**config.mk**
```make
export PLATFORM = sky130hd
export DESIGN_NAME = cpu_top
export DESIGN_NICKNAME = d
export VERILOG_FILES = /design/src/logic/isa_pkg.sv /design/src/logic/pipe_pkg.sv /design/src/logic/inst_decoder.sv /design/src/logic/reg_file.sv /design/src/logic/alu.sv /design/src/logic/exec_stage.sv /design/src/logic/writeback_stage.sv /design/src/logic/cpu_top.sv
export VERILOG_INCLUDE_DIRS = /design/src /design/src/logic
export SDC_FILE = /design/constraint.sdc
export NUM_CORES = 1
export LEC_CHECK = 0
export ABC_CLOCK_PERIOD_IN_PS = 9540
export BUFFER_PORTS_ARGS = -buffer_cell sky130_fd_sc_hd__buf_2
export CAP_MARGIN = 20
export CORE_ASPECT_RATIO = 1.25
export CORE_MARGIN = 2
export CORE_UTILIZATION = 55
export DETAILED_ROUTE_END_ITERATION = 10
export PLACE_DENSITY = 0.84
export SETUP_SLACK_MARGIN = 0.4
export SYNTH_ARGS = -nofsm -noshare
export SYNTH_HDL_FRONTEND = slang
export SYNTH_SLANG_ARGS = --single-unit
```
**constraint.sdc**
```tcl
create_clock -name clk -period 9.54 [get_ports clk]
set_clock_uncertainty 0.1 [all_clocks]
set_input_delay 0.477 -clock clk [delete_from_list [all_inputs] [get_ports clk]]
set_output_delay 0.477 -clock clk [all_outputs]
set_load 0.1 [all_outputs]
```
**src/logic/cpu_defines.svh**
```systemverilog
`ifndef CPU_DEFINES_SVH
`define CPU_DEFINES_SVH

// datapath word
`define WORD_W 16

// register file geometry
`define REG_COUNT 4
`define REG_ADDR_W 2

// i-type immediate field
`define IMM_W 8

`endif

```
**src/logic/isa_pkg.sv**
```systemverilog
`include "cpu_defines.svh"

package isa_pkg;

   // top nibble of the instruction word
   typedef enum logic [3:0] {
      OP_ADI   = 4'd4,
      OP_ORI   = 4'd5,
      OP_LHI   = 4'd6,
      OP_RTYPE = 4'd15
   } opcode_e;

   // low six bits, r-type only
   typedef enum logic [5:0] {
      FN_ADD = 6'd0,
      FN_SUB = 6'd1,
      FN_AND = 6'd2,
      FN_ORR = 6'd3,
      FN_NOT = 6'd4,
      FN_TCP = 6'd5,
      FN_SHL = 6'd6,
      FN_SHR = 6'd7,
      FN_WWD = 6'd28,
      FN_HLT = 6'd29
   } func_e;

   typedef struct packed {
      opcode_e                opcode;
      logic [`REG_ADDR_W-1:0] rs;
      logic [`REG_ADDR_W-1:0] rt;
      logic [`REG_ADDR_W-1:0] rd;
      func_e                  func;
   } r_form_t;

   // same word, low byte read as immediate
   typedef struct packed {
      opcode_e                opcode;
      logic [`REG_ADDR_W-1:0] rs;
      logic [`REG_ADDR_W-1:0] rt;
      logic [`IMM_W-1:0]      imm;
   } i_form_t;

   typedef union packed {
      r_form_t r_form;
      i_form_t i_form;
   } inst_word_u;

endpackage

```
**src/logic/pipe_pkg.sv**
```systemverilog
package pipe_pkg;

   // what execute does with its two operands
   typedef enum logic [3:0] {
      ALU_ADD    = 4'd0,
      ALU_SUB    = 4'd1,
      ALU_AND    = 4'd2,
      ALU_OR     = 4'd3,
      ALU_NOT    = 4'd4,
      ALU_TCP    = 4'd5,
      ALU_SHL    = 4'd6,
      ALU_SHR    = 4'd7,
      ALU_PASS_B = 4'd8
   } alu_op_e;

   // where an execute operand comes from
   // mem wins over wb, wb over the file
   typedef enum logic [1:0] {
      FWD_RF  = 2'd0,
      FWD_MEM = 2'd1,
      FWD_WB  = 2'd2
   } fwd_src_e;

endpackage

```
**src/logic/inst_decoder.sv**
```systemverilog
`include "cpu_defines.svh"

module inst_decoder import isa_pkg::*, pipe_pkg::*; (
   input  logic                   clk,
   input  logic                   reset_n,
   input  inst_word_u             i_inst,
   input  logic                   i_inst_valid,
   input  logic                   i_halted,
   output logic                   o_valid,
   output logic [`REG_ADDR_W-1:0] o_rs,
   output logic [`REG_ADDR_W-1:0] o_rt,
   output logic [`REG_ADDR_W-1:0] o_dst,
   output logic [`WORD_W-1:0]     o_imm,
   output logic                   o_use_imm,
   output alu_op_e                o_alu_op,
   output logic                   o_reg_write,
   output logic                   o_output_write,
   output logic                   o_halt
);

   inst_word_u inst_q;
   logic       halt_seen;
   logic       accept;
   logic       dec_we;
   logic       dec_out;
   logic       dec_halt;

   // hlt in ID or already passed blocks everything behind it
   assign accept = i_inst_valid && !i_halted && !halt_seen && !o_halt;

   ////////////////////
   // instruction latch
   ////////////////////

   always_ff @(posedge clk) begin
      if (!reset_n) begin
         o_valid   <= 1'b0;
         halt_seen <= 1'b0;
      end else begin
         o_valid   <= accept;
         halt_seen <= halt_seen | o_halt;
      end
   end

   always_ff @(posedge clk) begin
      if (accept) begin
         inst_q <= i_inst;
      end
   end

   ////////////////////
   // decode
   ////////////////////

   assign o_rs = inst_q.r_form.rs;
   assign o_rt = inst_q.r_form.rt;

   always_comb begin
      // defaults describe a no-op
      o_alu_op  = ALU_PASS_B;
      o_use_imm = 1'b0;
      o_dst     = inst_q.r_form.rd;
      o_imm     = {{(`WORD_W-`IMM_W){inst_q.i_form.imm[`IMM_W-1]}}, inst_q.i_form.imm};
      dec_we    = 1'b0;
      dec_out   = 1'b0;
      dec_halt  = 1'b0;
      case (inst_q.r_form.opcode)
         OP_ADI: begin
            // sign-extended immediate, default above
            o_alu_op  = ALU_ADD;
            o_use_imm = 1'b1;
            o_dst     = inst_q.i_form.rt;
            dec_we    = 1'b1;
         end
         OP_ORI: begin
            o_alu_op  = ALU_OR;
            o_use_imm = 1'b1;
            o_imm     = {{(`WORD_W-`IMM_W){1'b0}}, inst_q.i_form.imm};
            o_dst     = inst_q.i_form.rt;
            dec_we    = 1'b1;
         end
         OP_LHI: begin
            // upper byte, lower byte zero
            o_alu_op  = ALU_PASS_B;
            o_use_imm = 1'b1;
            o_imm     = {inst_q.i_form.imm, {(`WORD_W-`IMM_W){1'b0}}};
            o_dst     = inst_q.i_form.rt;
            dec_we    = 1'b1;
         end
         OP_RTYPE: begin
            dec_we = 1'b1;
            case (inst_q.r_form.func)
               FN_ADD: o_alu_op = ALU_ADD;
               FN_SUB: o_alu_op = ALU_SUB;
               FN_AND: o_alu_op = ALU_AND;
               FN_ORR: o_alu_op = ALU_OR;
               FN_NOT: o_alu_op = ALU_NOT;
               FN_TCP: o_alu_op = ALU_TCP;
               FN_SHL: o_alu_op = ALU_SHL;
               FN_SHR: o_alu_op = ALU_SHR;
               FN_WWD: begin
                  dec_we  = 1'b0;
                  dec_out = 1'b1;
               end
               FN_HLT: begin
                  dec_we   = 1'b0;
                  dec_halt = 1'b1;
               end
               // unknown func, retires but writes nothing
               default: dec_we = 1'b0;
            endcase
         end
         default: ;
      endcase
   end

   // bubbles carry no side effects
   assign o_reg_write    = o_valid && dec_we;
   assign o_output_write = o_valid && dec_out;
   assign o_halt         = o_valid && dec_halt;

   // one instruction never both writes a register and the port
   a_one_sink: assert property (@(posedge clk) disable iff (!reset_n)
      !(o_reg_write && o_output_write));

endmodule

```
**src/logic/reg_file.sv**
```systemverilog
`include "cpu_defines.svh"

module reg_file (
   input  logic                   clk,
   input  logic                   reset_n,
   input  logic [`REG_ADDR_W-1:0] i_raddr1,
   input  logic [`REG_ADDR_W-1:0] i_raddr2,
   input  logic                   i_we,
   input  logic [`REG_ADDR_W-1:0] i_waddr,
   input  logic [`WORD_W-1:0]     i_wdata,
   output logic [`WORD_W-1:0]     o_rdata1,
   output logic [`WORD_W-1:0]     o_rdata2
);

   logic [`WORD_W-1:0] regs [`REG_COUNT];

   always_ff @(posedge clk) begin
      if (!reset_n) begin
         for (int i = 0; i < `REG_COUNT; i++) begin
            regs[i] <= '0;
         end
      end else if (i_we) begin
         regs[i_waddr] <= i_wdata;
      end
   end

   // write-through so ID sees what WB writes this cycle
   assign o_rdata1 = (i_we && i_waddr == i_raddr1) ? i_wdata : regs[i_raddr1];
   assign o_rdata2 = (i_we && i_waddr == i_raddr2) ? i_wdata : regs[i_raddr2];

   // data arriving from writeback must be resolved
   a_wdata_known: assert property (@(posedge clk) disable iff (!reset_n)
      i_we |-> !$isunknown(i_wdata));

endmodule

```
**src/logic/alu.sv**
```systemverilog
`include "cpu_defines.svh"

module alu import pipe_pkg::*; (
   input  alu_op_e            i_op,
   input  logic [`WORD_W-1:0] i_a,
   input  logic [`WORD_W-1:0] i_b,
   output logic [`WORD_W-1:0] o_result
);

   always_comb begin
      case (i_op)
         ALU_ADD: o_result = i_a + i_b;
         ALU_SUB: o_result = i_a - i_b;
         ALU_AND: o_result = i_a & i_b;
         ALU_OR:  o_result = i_a | i_b;
         // unary ops work on operand a
         ALU_NOT: o_result = ~i_a;
         ALU_TCP: o_result = ~i_a + 1'b1;
         // single-bit shifts
         ALU_SHL: o_result = {i_a[`WORD_W-2:0], 1'b0};
         // arithmetic, sign bit kept
         ALU_SHR: o_result = {i_a[`WORD_W-1], i_a[`WORD_W-1:1]};
         // lhi goes straight through
         ALU_PASS_B: o_result = i_b;
         default: o_result = '0;
      endcase
   end

endmodule

```
**src/logic/exec_stage.sv**
```systemverilog
`include "cpu_defines.svh"

module exec_stage import pipe_pkg::*; (
   input  logic                   clk,
   input  logic                   reset_n,
   input  logic                   i_valid,
   input  logic [`REG_ADDR_W-1:0] i_rs,
   input  logic [`REG_ADDR_W-1:0] i_rt,
   input  logic [`REG_ADDR_W-1:0] i_dst,
   input  logic [`WORD_W-1:0]     i_imm,
   input  logic                   i_use_imm,
   input  alu_op_e                i_alu_op,
   input  logic                   i_reg_write,
   input  logic                   i_output_write,
   input  logic                   i_halt,
   input  logic [`WORD_W-1:0]     i_rdata1,
   input  logic [`WORD_W-1:0]     i_rdata2,
   input  logic [`REG_ADDR_W-1:0] i_mem_dst,
   input  logic                   i_mem_we,
   input  logic [`WORD_W-1:0]     i_mem_result,
   input  logic [`REG_ADDR_W-1:0] i_wb_dst,
   input  logic                   i_wb_we,
   input  logic [`WORD_W-1:0]     i_wb_result,
   output logic                   o_valid,
   output logic [`WORD_W-1:0]     o_result,
   output logic [`REG_ADDR_W-1:0] o_dst,
   output logic                   o_reg_write,
   output logic                   o_halt,
   output logic [`WORD_W-1:0]     o_output_port,
   output logic                   o_output_valid
);

   logic [`REG_ADDR_W-1:0] ex_rs;
   logic [`REG_ADDR_W-1:0] ex_rt;
   logic [`WORD_W-1:0]     ex_imm;
   logic                   ex_use_imm;
   alu_op_e                ex_alu_op;
   logic [`WORD_W-1:0]     ex_a;
   logic [`WORD_W-1:0]     ex_b;
   logic                   ex_output_write;
   fwd_src_e               src_a;
   fwd_src_e               src_b;
   logic [`WORD_W-1:0]     a_fwd;
   logic [`WORD_W-1:0]     b_fwd;
   logic [`WORD_W-1:0]     alu_b;

   // closest writer wins
   function automatic fwd_src_e fwd_pick(
      input logic [`REG_ADDR_W-1:0] addr,
      input logic                   mem_we,
      input logic [`REG_ADDR_W-1:0] mem_dst,
      input logic                   wb_we,
      input logic [`REG_ADDR_W-1:0] wb_dst
   );
      if (mem_we && mem_dst == addr) begin
         return FWD_MEM;
      end else if (wb_we && wb_dst == addr) begin
         return FWD_WB;
      end
      return FWD_RF;
   endfunction

   ////////////////////
   // ID/EX latch
   ////////////////////

   always_ff @(posedge clk) begin
      if (!reset_n) begin
         o_valid         <= 1'b0;
         o_reg_write     <= 1'b0;
         ex_output_write <= 1'b0;
         o_halt          <= 1'b0;
      end else begin
         o_valid         <= i_valid;
         o_reg_write     <= i_reg_write;
         ex_output_write <= i_output_write;
         o_halt          <= i_halt;
      end
   end

   always_ff @(posedge clk) begin
      ex_rs      <= i_rs;
      ex_rt      <= i_rt;
      o_dst      <= i_dst;
      ex_imm     <= i_imm;
      ex_use_imm <= i_use_imm;
      ex_alu_op  <= i_alu_op;
      ex_a       <= i_rdata1;
      ex_b       <= i_rdata2;
   end

   ////////////////////
   // operand select
   ////////////////////

   assign src_a = fwd_pick(ex_rs, i_mem_we, i_mem_dst, i_wb_we, i_wb_dst);
   assign src_b = fwd_pick(ex_rt, i_mem_we, i_mem_dst, i_wb_we, i_wb_dst);

   always_comb begin
      case (src_a)
         FWD_MEM: a_fwd = i_mem_result;
         FWD_WB:  a_fwd = i_wb_result;
         default: a_fwd = ex_a;
      endcase
      case (src_b)
         FWD_MEM: b_fwd = i_mem_result;
         FWD_WB:  b_fwd = i_wb_result;
         default: b_fwd = ex_b;
      endcase
   end

   // i-type replaces rt with the formed immediate
   assign alu_b = ex_use_imm ? ex_imm : b_fwd;

   alu u_alu (
      .i_op     (ex_alu_op),
      .i_a      (a_fwd),
      .i_b      (alu_b),
      .o_result (o_result)
   );

   // wwd, forwarded rs onto the port
   always_ff @(posedge clk) begin
      if (!reset_n) begin
         o_output_valid <= 1'b0;
      end else begin
         o_output_valid <= ex_output_write;
      end
   end

   always_ff @(posedge clk) begin
      if (ex_output_write) begin
         o_output_port <= a_fwd;
      end
   end

endmodule

```
**src/logic/writeback_stage.sv**
```systemverilog
`include "cpu_defines.svh"

module writeback_stage (
   input  logic                   clk,
   input  logic                   reset_n,
   input  logic                   i_valid,
   input  logic [`WORD_W-1:0]     i_result,
   input  logic [`REG_ADDR_W-1:0] i_dst,
   input  logic                   i_reg_write,
   input  logic                   i_halt,
   output logic [`REG_ADDR_W-1:0] o_mem_dst,
   output logic                   o_mem_we,
   output logic [`WORD_W-1:0]     o_mem_result,
   output logic [`REG_ADDR_W-1:0] o_wb_dst,
   output logic                   o_wb_we,
   output logic [`WORD_W-1:0]     o_wb_result,
   output logic [`WORD_W-1:0]     o_num_inst,
   output logic                   o_halted
);

   logic mem_valid;
   logic mem_halt;

   ////////////////////
   // MEM and WB latches
   ////////////////////

   always_ff @(posedge clk) begin
      if (!reset_n) begin
         mem_valid <= 1'b0;
         o_mem_we  <= 1'b0;
         mem_halt  <= 1'b0;
         o_wb_we   <= 1'b0;
      end else begin
         mem_valid <= i_valid;
         o_mem_we  <= i_reg_write;
         mem_halt  <= i_halt;
         o_wb_we   <= o_mem_we;
      end
   end

   // no memory access, result passes through MEM unchanged
   always_ff @(posedge clk) begin
      o_mem_dst    <= i_dst;
      o_mem_result <= i_result;
      o_wb_dst     <= o_mem_dst;
      o_wb_result  <= o_mem_result;
   end

   // retire on entry to WB, same edge as the halt flag
   always_ff @(posedge clk) begin
      if (!reset_n) begin
         o_num_inst <= '0;
         o_halted   <= 1'b0;
      end else begin
         if (mem_valid) begin
            o_num_inst <= o_num_inst + 1'b1;
         end
         // sticky until reset
         o_halted <= o_halted | (mem_valid && mem_halt);
      end
   end

   // nothing retires behind a hlt
   a_frozen_count: assert property (@(posedge clk) disable iff (!reset_n)
      o_halted |=> $stable(o_num_inst));

endmodule

```
**src/logic/cpu_top.sv**
```systemverilog
`include "cpu_defines.svh"

module cpu_top import isa_pkg::*, pipe_pkg::*; (
   input  logic               clk,
   input  logic               reset_n,
   input  inst_word_u         i_inst,
   input  logic               i_inst_valid,
   output logic [`WORD_W-1:0] o_output_port,
   output logic               o_output_valid,
   output logic [`WORD_W-1:0] o_num_inst,
   output logic               o_halted
);

   // ID outputs
   logic                   id_valid;
   logic [`REG_ADDR_W-1:0] id_rs;
   logic [`REG_ADDR_W-1:0] id_rt;
   logic [`REG_ADDR_W-1:0] id_dst;
   logic [`WORD_W-1:0]     id_imm;
   logic                   id_use_imm;
   alu_op_e                id_alu_op;
   logic                   id_reg_write;
   logic                   id_output_write;
   logic                   id_halt;
   logic [`WORD_W-1:0]     rf_rdata1;
   logic [`WORD_W-1:0]     rf_rdata2;

   // EX outputs
   logic                   ex_valid;
   logic [`WORD_W-1:0]     ex_result;
   logic [`REG_ADDR_W-1:0] ex_dst;
   logic                   ex_reg_write;
   logic                   ex_halt;

   // MEM and WB, also the forwarding taps
   logic [`REG_ADDR_W-1:0] mem_dst;
   logic                   mem_we;
   logic [`WORD_W-1:0]     mem_result;
   logic [`REG_ADDR_W-1:0] wb_dst;
   logic                   wb_we;
   logic [`WORD_W-1:0]     wb_result;

   inst_decoder u_inst_decoder (
      .clk            (clk),
      .reset_n        (reset_n),
      .i_inst         (i_inst),
      .i_inst_valid   (i_inst_valid),
      .i_halted       (o_halted),
      .o_valid        (id_valid),
      .o_rs           (id_rs),
      .o_rt           (id_rt),
      .o_dst          (id_dst),
      .o_imm          (id_imm),
      .o_use_imm      (id_use_imm),
      .o_alu_op       (id_alu_op),
      .o_reg_write    (id_reg_write),
      .o_output_write (id_output_write),
      .o_halt         (id_halt)
   );

   reg_file u_reg_file (
      .clk      (clk),
      .reset_n  (reset_n),
      .i_raddr1 (id_rs),
      .i_raddr2 (id_rt),
      .i_we     (wb_we),
      .i_waddr  (wb_dst),
      .i_wdata  (wb_result),
      .o_rdata1 (rf_rdata1),
      .o_rdata2 (rf_rdata2)
   );

   exec_stage u_exec_stage (
      .clk            (clk),
      .reset_n        (reset_n),
      .i_valid        (id_valid),
      .i_rs           (id_rs),
      .i_rt           (id_rt),
      .i_dst          (id_dst),
      .i_imm          (id_imm),
      .i_use_imm      (id_use_imm),
      .i_alu_op       (id_alu_op),
      .i_reg_write    (id_reg_write),
      .i_output_write (id_output_write),
      .i_halt         (id_halt),
      .i_rdata1       (rf_rdata1),
      .i_rdata2       (rf_rdata2),
      .i_mem_dst      (mem_dst),
      .i_mem_we       (mem_we),
      .i_mem_result   (mem_result),
      .i_wb_dst       (wb_dst),
      .i_wb_we        (wb_we),
      .i_wb_result    (wb_result),
      .o_valid        (ex_valid),
      .o_result       (ex_result),
      .o_dst          (ex_dst),
      .o_reg_write    (ex_reg_write),
      .o_halt         (ex_halt),
      .o_output_port  (o_output_port),
      .o_output_valid (o_output_valid)
   );

   writeback_stage u_writeback_stage (
      .clk          (clk),
      .reset_n      (reset_n),
      .i_valid      (ex_valid),
      .i_result     (ex_result),
      .i_dst        (ex_dst),
      .i_reg_write  (ex_reg_write),
      .i_halt       (ex_halt),
      .o_mem_dst    (mem_dst),
      .o_mem_we     (mem_we),
      .o_mem_result (mem_result),
      .o_wb_dst     (wb_dst),
      .o_wb_we      (wb_we),
      .o_wb_result  (wb_result),
      .o_num_inst   (o_num_inst),
      .o_halted     (o_halted)
   );

endmodule

```
; ---- Yosys cells after proc, flatten, opt, wreduce, memory -nomap -nowiden
; Memories as Yosys holds them, arrays and structs flattened. A register that Yosys moved wholly into a read port is not among the register bits.
; Cells that the tools add are included.
[word_totals]
mem_bits_rw = 64
elab_cells = 125
input_bits = 19
output_inout_bits = 34
mem_count = 1
reg_bits = 155
[mem_list]
columns = memory, words, word_bits, rd, rd_ports_with_merged_regs, write_ports, line_no
row1 = u_reg_file.regs, 4, 16, 2, 2, 4, reg_file.sv:15  ; logic [`WORD_W-1:0] regs [`REG_COUNT];
[op_classes]
bitwise = 5
n_eq_ne = 31
n_mux = 36
n_addsub = 4
n_reduce_logical = 21
[ops]
columns = operator, n
row1 = 16-bit one-hot mux with 9 select lines, 1
row2 = 16-bit one-hot mux with 2 select lines, 3
row3 = 16-bit two-way mux, 4
row4 = 16-bit by 1-bit adder with 16-bit output (second input constant), 2
row5 = 4-bit one-hot mux with 8 select lines, 1
row6 = 4-bit by 3-bit equality test with 1-bit output (second input constant), 7
row7 = 6-bit by 3-bit equality test with 1-bit output (second input constant), 4
row8 = 2-bit two-way mux, 10
row9 = 16-bit adder, 1
row10 = 16-bit bitwise AND, 1
row11 = 16-bit NOT, 1
row12 = 16-bit bitwise OR, 1
row13 = 16-bit OR reduction, 1
row14 = 16-bit subtractor, 1
row15 = 1-bit two-way mux, 15
row16 = 1-bit logical AND, 13
row17 = 2-bit equality test, 6
row18 = 6-bit by 2-bit equality test with 1-bit output (second input constant), 2
row19 = 6-bit by 5-bit equality test with 1-bit output (second input constant), 2
row20 = 4-bit one-hot mux with 3 select lines, 1
row21 = 4-bit by 2-bit equality test with 1-bit output (second input constant), 2
row22 = 4-bit equality test (second input constant), 2
row23 = 8-bit OR reduction, 1
row24 = 6-bit by 1-bit equality test with 1-bit output (second input constant), 1
row25 = 9 further kinds, 14

; ---- Depth between registers and ports, before layout
[depth]
word_depth = 10
mapped_depth = 22
depth_no_buf = 20

; ---- By module
; Synthesis repeated with hierarchy kept, for this count alone.
[unflattened]
hier_cells = 996
hier_area_um2 = 11253.3
[modules_own_cells]
columns = module, area_each_um2, seq_area_each_um2, cells_per_inst, n_inst
row1 = reg_file, 3779.9, 1921.8, 227, 1
row2 = exec_stage, 2620.0, 1761.7, 222, 1
row3 = alu, 2302.2, 0.0, 339, 1
row4 = writeback_stage, 1604.0, 1141.1, 129, 1
row5 = inst_decoder, 947.2, 520.5, 79, 1

; ---- Worst setup path before layout
; OpenSTA, ideal clock, no wires.
[synth_timing]
path_kind = register to register
start = reg u_writeback_stage.o_wb_we
end = reg u_writeback_stage.o_mem_result[15]
slack_ns = 5.401
required_ns = 9.303
arrival_ns = 3.902
stages_incl_launch_ff = 22
period_less_slack_ns = 4.139
setup_ns = 0.137
path_buffers = 2
cell_sequence = dfxtp_1 -> buf_2 -> inv_2 -> buf_2 -> o31ai_1 -> a311oi_1 -> nor2_1 -> ha_1 -> inv_1 -> a211oi_1 -> nand4_1 -> or2_2 -> o21ai_0 -> xnor2_1 -> ha_1 -> or2_2 -> a21oi_1 -> a31oi_1 -> nand4_1 -> nand4b_1 -> xnor3_1 -> o221ai_1
[synth_via]
elab_chain_len = 9
word_cells_on_any_way = 22
classes_between = add/sub: 3 / eq/ne: 4 / mux: 10 / bitwise: 3 / reduce/logical: 2
[synth_rtl]
columns = item, line_no
row1 = from (decl), writeback_stage.sv:15  ; output logic o_wb_we,
row2 = from (signal assigned), writeback_stage.sv:38  ; o_wb_we <= o_mem_we;
row3 = 1-bit logical AND, exec_stage.sv:57  ; end else if (wb_we && wb_dst == addr) begin
row4 = 1-bit two-way mux, exec_stage.sv:57
row5 = 1-bit two-way mux, exec_stage.sv:55  ; if (mem_we && mem_dst == addr) begin
row6 = 2-bit two-way mux, exec_stage.sv:60  ; return FWD_RF;
row7 = "2-bit equality test, or another cell as far along", exec_stage.sv:105  ; case (src_b)
row8 = "16-bit one-hot mux with 2 select lines, on equally long branches", "exec_stage.sv:105, exec_stage.sv:100"
row9 = 16-bit two-way mux or 16-bit NOT (tied branches), "exec_stage.sv:113, alu.sv:17, alu.sv:18"
row10 = "16-bit subtractor, or another cell as far along", alu.sv:13  ; ALU_SUB: o_result = i_a - i_b;
row11 = 16-bit one-hot mux with 9 select lines *, alu.sv:11  ; case (i_op)
row12 = net ex_result[15], cpu_top.sv:30  ; logic [`WORD_W-1:0] ex_result;
row13 = to (signal assigned), writeback_stage.sv:45  ; o_mem_result <= i_result;
row14 = to (decl), writeback_stage.sv:13  ; output logic [`WORD_W-1:0] o_mem_result,
; The timed path passes the listed nets; every way through them passes the cells marked *.
; A chain may end at the register's enable or synchronous reset.

; ---- Worst setup path after layout
[layout_timing]
start = reg u_writeback_stage.o_wb_dst[1]
end = reg u_writeback_stage.o_mem_result[15]
[layout_via]
elab_chain_len = 10
word_cells_on_any_way = 24
classes_between = add/sub: 3 / eq/ne: 6 / mux: 10 / bitwise: 3 / reduce/logical: 2
[layout_rtl]
columns = item, line_no
row1 = from (decl), writeback_stage.sv:14  ; output logic [`REG_ADDR_W-1:0] o_wb_dst,
row2 = from (signal assigned), writeback_stage.sv:46  ; o_wb_dst <= o_mem_dst;
row3 = 2-bit equality test, exec_stage.sv:57
row4 = 1-bit logical AND, exec_stage.sv:57
row5 = 1-bit two-way mux, exec_stage.sv:57
row6 = 1-bit two-way mux, exec_stage.sv:55
row7 = 2-bit two-way mux, exec_stage.sv:60
row8 = "2-bit equality test, or another cell as far along", exec_stage.sv:105
row9 = "16-bit one-hot mux with 2 select lines, on equally long branches", "exec_stage.sv:105, exec_stage.sv:100"
row10 = 16-bit two-way mux or 16-bit NOT (tied branches), "exec_stage.sv:113, alu.sv:17, alu.sv:18"
row11 = "16-bit subtractor, or another cell as far along", alu.sv:13
row12 = 16-bit one-hot mux with 9 select lines *, alu.sv:11
row13 = net ex_result[15], cpu_top.sv:30
; Marks and branches as above.

==> results.py <==
metrics = {
    "sta": {
        "hold_ws_ns": 0.04880,
        "hold_viol": 0,
        "setup_tns_ns": 0,
        "rsz0062_at_grt": "false",
        "relSlewSlack": 0.3099,
        "drv_slew": 0,
        "tightest_slew_ns": 1.032,
        "fin_crit_sh": 0.5677,
        "setup_viol_count_final": 0,
        "min_period_ns": 5.416,
        "fmaxAchievable_ghz": 0.1846,
    },
    "clock_tree": {
        "numClockSinks": 223,
        "clk_latency_ns": 0.50,
        "cts-root-buf": "clkbuf_16",
        "clkTransAtPathRegs_ns": 0.07,
        "cts_buffers": 21,
        "ctsHoldBuffers": 0,
        "cts_tree": "built",
        "h-tree-depth": 1,
        "postCtsSetupBuffers": 0,
        "cts-resized-gates": 0,
        "cts_buffer_depth": 3,
    },
    "logic_synthesis": {
        "synth_top_area_share": 0.2576,
        "synthCells": 1027,
        "avgSynthCellArea_sq_um": 10.90,
        "yosys.area.top_type": "edfxtp_1",
        "yosysUniqueCellTypes": 70,
        "ys_ff_latch": 223,
        "synth_edf_count": 96,
        "syn_nets": 1069,
        "synthFlopType": "dfxtp_1",
        "async_reset_ff_frac": 0,
        "yosysWarnings": 0,
        "synth_area_leaders": "edfxtp_1, dfxtp_1, mux4_2, and2_1, mux2_2",
        "synth_area_sq_mm": 0.01119,
        "ys_seq_area_frac": 0.4847,
    },
    "floorplan": {
        "io_pins": 53,
        "die_area_sq_mm": 0.02151,
        "coreArea_sq_mm": 0.02003,
        "die_w_um": 131.6,
        "rows": 58,
        "die_y_um": 163.5,
        "start_util": 0.5588,
    },
    "worst_setup_path": {
        "cp_cell_sequence": "xor2_1 > o31ai_1 > a311oi_1 > nor2_1 > ha_1 > inv_1 > a211oi_1 > nand4_1 > or2_2 > o21ai_0 > xnor2_1 > ha_1 > or2_2 > a21oi_1 > a31oi_1 > nand4_1 > nand4b_1 > xnor3_1 > o221ai_1",
        "crit_path_start": "u_writeback_stage.o_wb_dst[1]",
        "r2r_end": "u_writeback_stage.o_mem_result[15]",
        "cpMaxStageDelayCell": "dfxtp_1",
        "cp.arrival_ns": 5.68,
        "cp-end-kind": "flip-flop",
        "crit_type": "flip-flop to flip-flop",
        "rr_worst_depth": 19,
        "cp-start-kind": "flip-flop",
        "r2r_slack_ns": 4.12,
        "slowest_delay_ns": 0.71,
        "r2r_start": "u_writeback_stage.o_wb_dst[1]",
        "critical_path.max_fanout": 13,
        "critPathRequiredTime_ns": 9.80,
    },
    "detailed_routing": {
        "drtIter0Drc": 1138,
        "wl_per_cell_um": 21.61,
        "drc": 0,
        "antenna_left": 0,
        "vias": 8676,
        "routed_wl_um": 29020,
        "drt_pass1_iterations": 9,
        "via_per_inst": 6.460,
    },
    "grt": {
        "grt_overflow_total": 0,
        "grt_max_degree": 45,
        "antenna_found_initial": 0,
        "grt_pass1_vias": 8499,
        "grt_pass1_wl_um": 45170,
        "grt_usage": 0.2656,
    },
    "cells_and_area": {
        "num-fill-cells": 1556,
        "n_antenna_cell": 0,
        "drive_gt1_frac": 0.1659,
        "layout.nets": 1100,
        "area_growth_pct": 10.27,
    },
    "status": {
        "status": "completed",
    },
    "hold_path": {
        "hold_path_startpoint": "i_inst[0]",
        "worstHoldPathType": "input pin to flip-flop",
        "hold_depth": 1,
        "hold_end": "u_inst_decoder.inst_q[0]",
    },
    "pwr": {
        "cellPowerDensity_mw_per_mm2": 191.5,
        "p_leak_nw": 4.798,
        "worst_ir_drop_vdd_mv": 0.1584,
        "power_mw": 2.363,
    },
    "run": {
        "cap_violations": 0,
    },
    "placement": {
        "dp.final_hpwl_um": 19710,
        "portBuffers": 52,
        "gp_congestion": 0.9634,
    },
}
-- cell type report --
cell class              count  area, sq um  share of cell area
clock buffers              32        629.4             0.05099
clock inverters             6        43.79            0.003548
inverters                  32        120.1            0.009732
multi-input cells         710         5390              0.4367
flip-flops and latches    223         5425              0.4396
well taps                 270        337.8             0.02737
repair buffers             70        395.4             0.03204
-- cells in the mapped netlist, drive strengths merged, types with 9 or more instances --
| cell type | count |
|---|---|
| xor2 | 36 |
| clkbuf | 41 |
| o221ai | 15 |
| mux4 | 32 |
| mux2 | 30 |
| a221oi | 11 |
| nand2 | 80 |
| edfxtp | 96 |
| dfxtp | 127 |
| a31oi | 14 |
| nor2b | 14 |
| inv | 32 |
| mux2i | 9 |
| nand4 | 28 |
| ha | 22 |
| and3 | 21 |
| and2 | 63 |
| o21ai | 27 |
| nor4 | 29 |
| nand3 | 15 |
| o31ai | 27 |
| nor3 | 15 |
| nor2 | 55 |
| a21oi | 32 |
| buf | 21 |
| xnor2 | 27 |
-- critical path: cells and delay by family (launching register included) --
kind                     cells  cell delay, ns
AO/OA/AOI/OAI                7            1.56
AND/OR/NAND/NOR              6            1.37
XOR/XNOR                     3            0.90
flip-flops                   1            0.71
adder cells (fa/ha/maj)      2            0.59
buffers and inverters        1            0.05
-- layout by cell type, fill, tap and decap left out, types with 7 or more instances in the layout --
master | netlist | routed
a21oi_1 | 32 | 32
a221oi_1 | 11 | 11
a31oi_1 | 14 | 14
and2_1 | 63 | 63
and3_1 | 21 | 21
buf_2 | 11 | 52
buf_4 | 2 | 18
clkbuf_1 | 41 | 7
clkbuf_16 | 0 | 23
dfxtp_1 | 127 | 127
edfxtp_1 | 96 | 96
ha_1 | 22 | 22
inv_1 | 31 | 31
mux2_2 | 30 | 30
mux2i_1 | 9 | 9
mux4_2 | 32 | 32
nand2_1 | 80 | 80
nand2b_1 | 7 | 7
nand3_1 | 14 | 14
nand4_1 | 28 | 28
nor2_1 | 55 | 55
nor2b_1 | 14 | 14
nor3_1 | 14 | 14
nor4_1 | 28 | 28
o211ai_1 | 7 | 7
o21ai_0 | 27 | 26
o221ai_1 | 15 | 15
o31ai_1 | 27 | 27
xnor2_1 | 27 | 27
xor2_1 | 36 | 36
-- cells by family (layout without fill, tap and decap cells) --
| kind of cell | Yosys count | count (layout) | share of synthesized area |
|---|---|---|---|
| simple gates | 354 | 354 | 0.1689 |
| buf+inv | 94 | 140 | 0.03410 |
| mux | 71 | 71 | 0.1026 |
| fa+ha+maj | 28 | 28 | 0.03086 |
| xor+xnor | 64 | 64 | 0.05131 |
| compound gates | 193 | 193 | 0.1274 |
| flops | 223 | 223 | 0.4847 |
-- per-stage QoR --
step	setup WS, ns	utilization	std cells	area [sq um]
2_1_floorplan	5.401	-	1027	11190
3_3_place_gp	4.404	0.5826	1305	11670
3_5_place_dp	4.251	0.5826	1305	11670
4_1_cts	4.238	0.6162	1343	12340
5_1_grt	3.704	0.6162	1343	12340
6_report	4.124	0.6162	1343	12340
-- report_power, final --
part           internal (mW)  leakage (nW)  switching, mW  total, mW
clock network          0.461         0.328          0.360      0.820
logic                  0.164          2.45          0.232      0.396
registers               1.06          2.02         0.0830       1.15
total                   1.69          4.80          0.674       2.36
-- registers in the layout, summed over array words and instances (netlist names), 2 cells and up, named ones only --
register and flops:
u_reg_file.regs 64, u_exec_stage.ex_imm 16, u_writeback_stage.o_mem_dst 2, u_exec_stage.ex_rs 2, u_exec_stage.ex_b 16, u_exec_stage.o_output_port 16, u_exec_stage.ex_alu_op 4, u_writeback_stage.o_wb_result 16
u_inst_decoder.inst_q 16, u_writeback_stage.o_mem_result 16, u_exec_stage.ex_rt 2, u_writeback_stage.o_wb_dst 2, u_writeback_stage.o_num_inst 16, u_exec_stage.ex_a 16, u_exec_stage.o_dst 2
-- worst max-delay path by stage --
stage | to | slack, ns | cells past startpoint
3_5_place_dp | u_writeback_stage.o_mem_result[15] | 4.25 | 19
4_1_cts | u_writeback_stage.o_mem_result[15] | 4.24 | 19
6_report | u_writeback_stage.o_mem_result[15] | 4.12 | 19
3_3_place_gp | u_writeback_stage.o_mem_result[15] | 4.40 | 19
2_1_floorplan | u_writeback_stage.o_mem_result[15] | 5.40 | 21
5_1_grt | u_writeback_stage.o_mem_result[14] | 3.70 | 20
-- layer usage --
| metal | routed length, um | global-route usage | part of all wire | vias up |
|---|---|---|---|---|
| met2 | 14190 | 0.4607 | 0.49 | 497 |
| met5 | 0 | 0 | 0 | - |
| met3 | 2288 | 0.03383 | 0.079 | 138 |
| met1 | 10800 | 0.3246 | 0.37 | 4113 |
| met4 | 1749 | 0.1428 | 0.060 | 0 |
| li1 | - | - | - | 3928 |
Power figures use the tool's default switching activity.
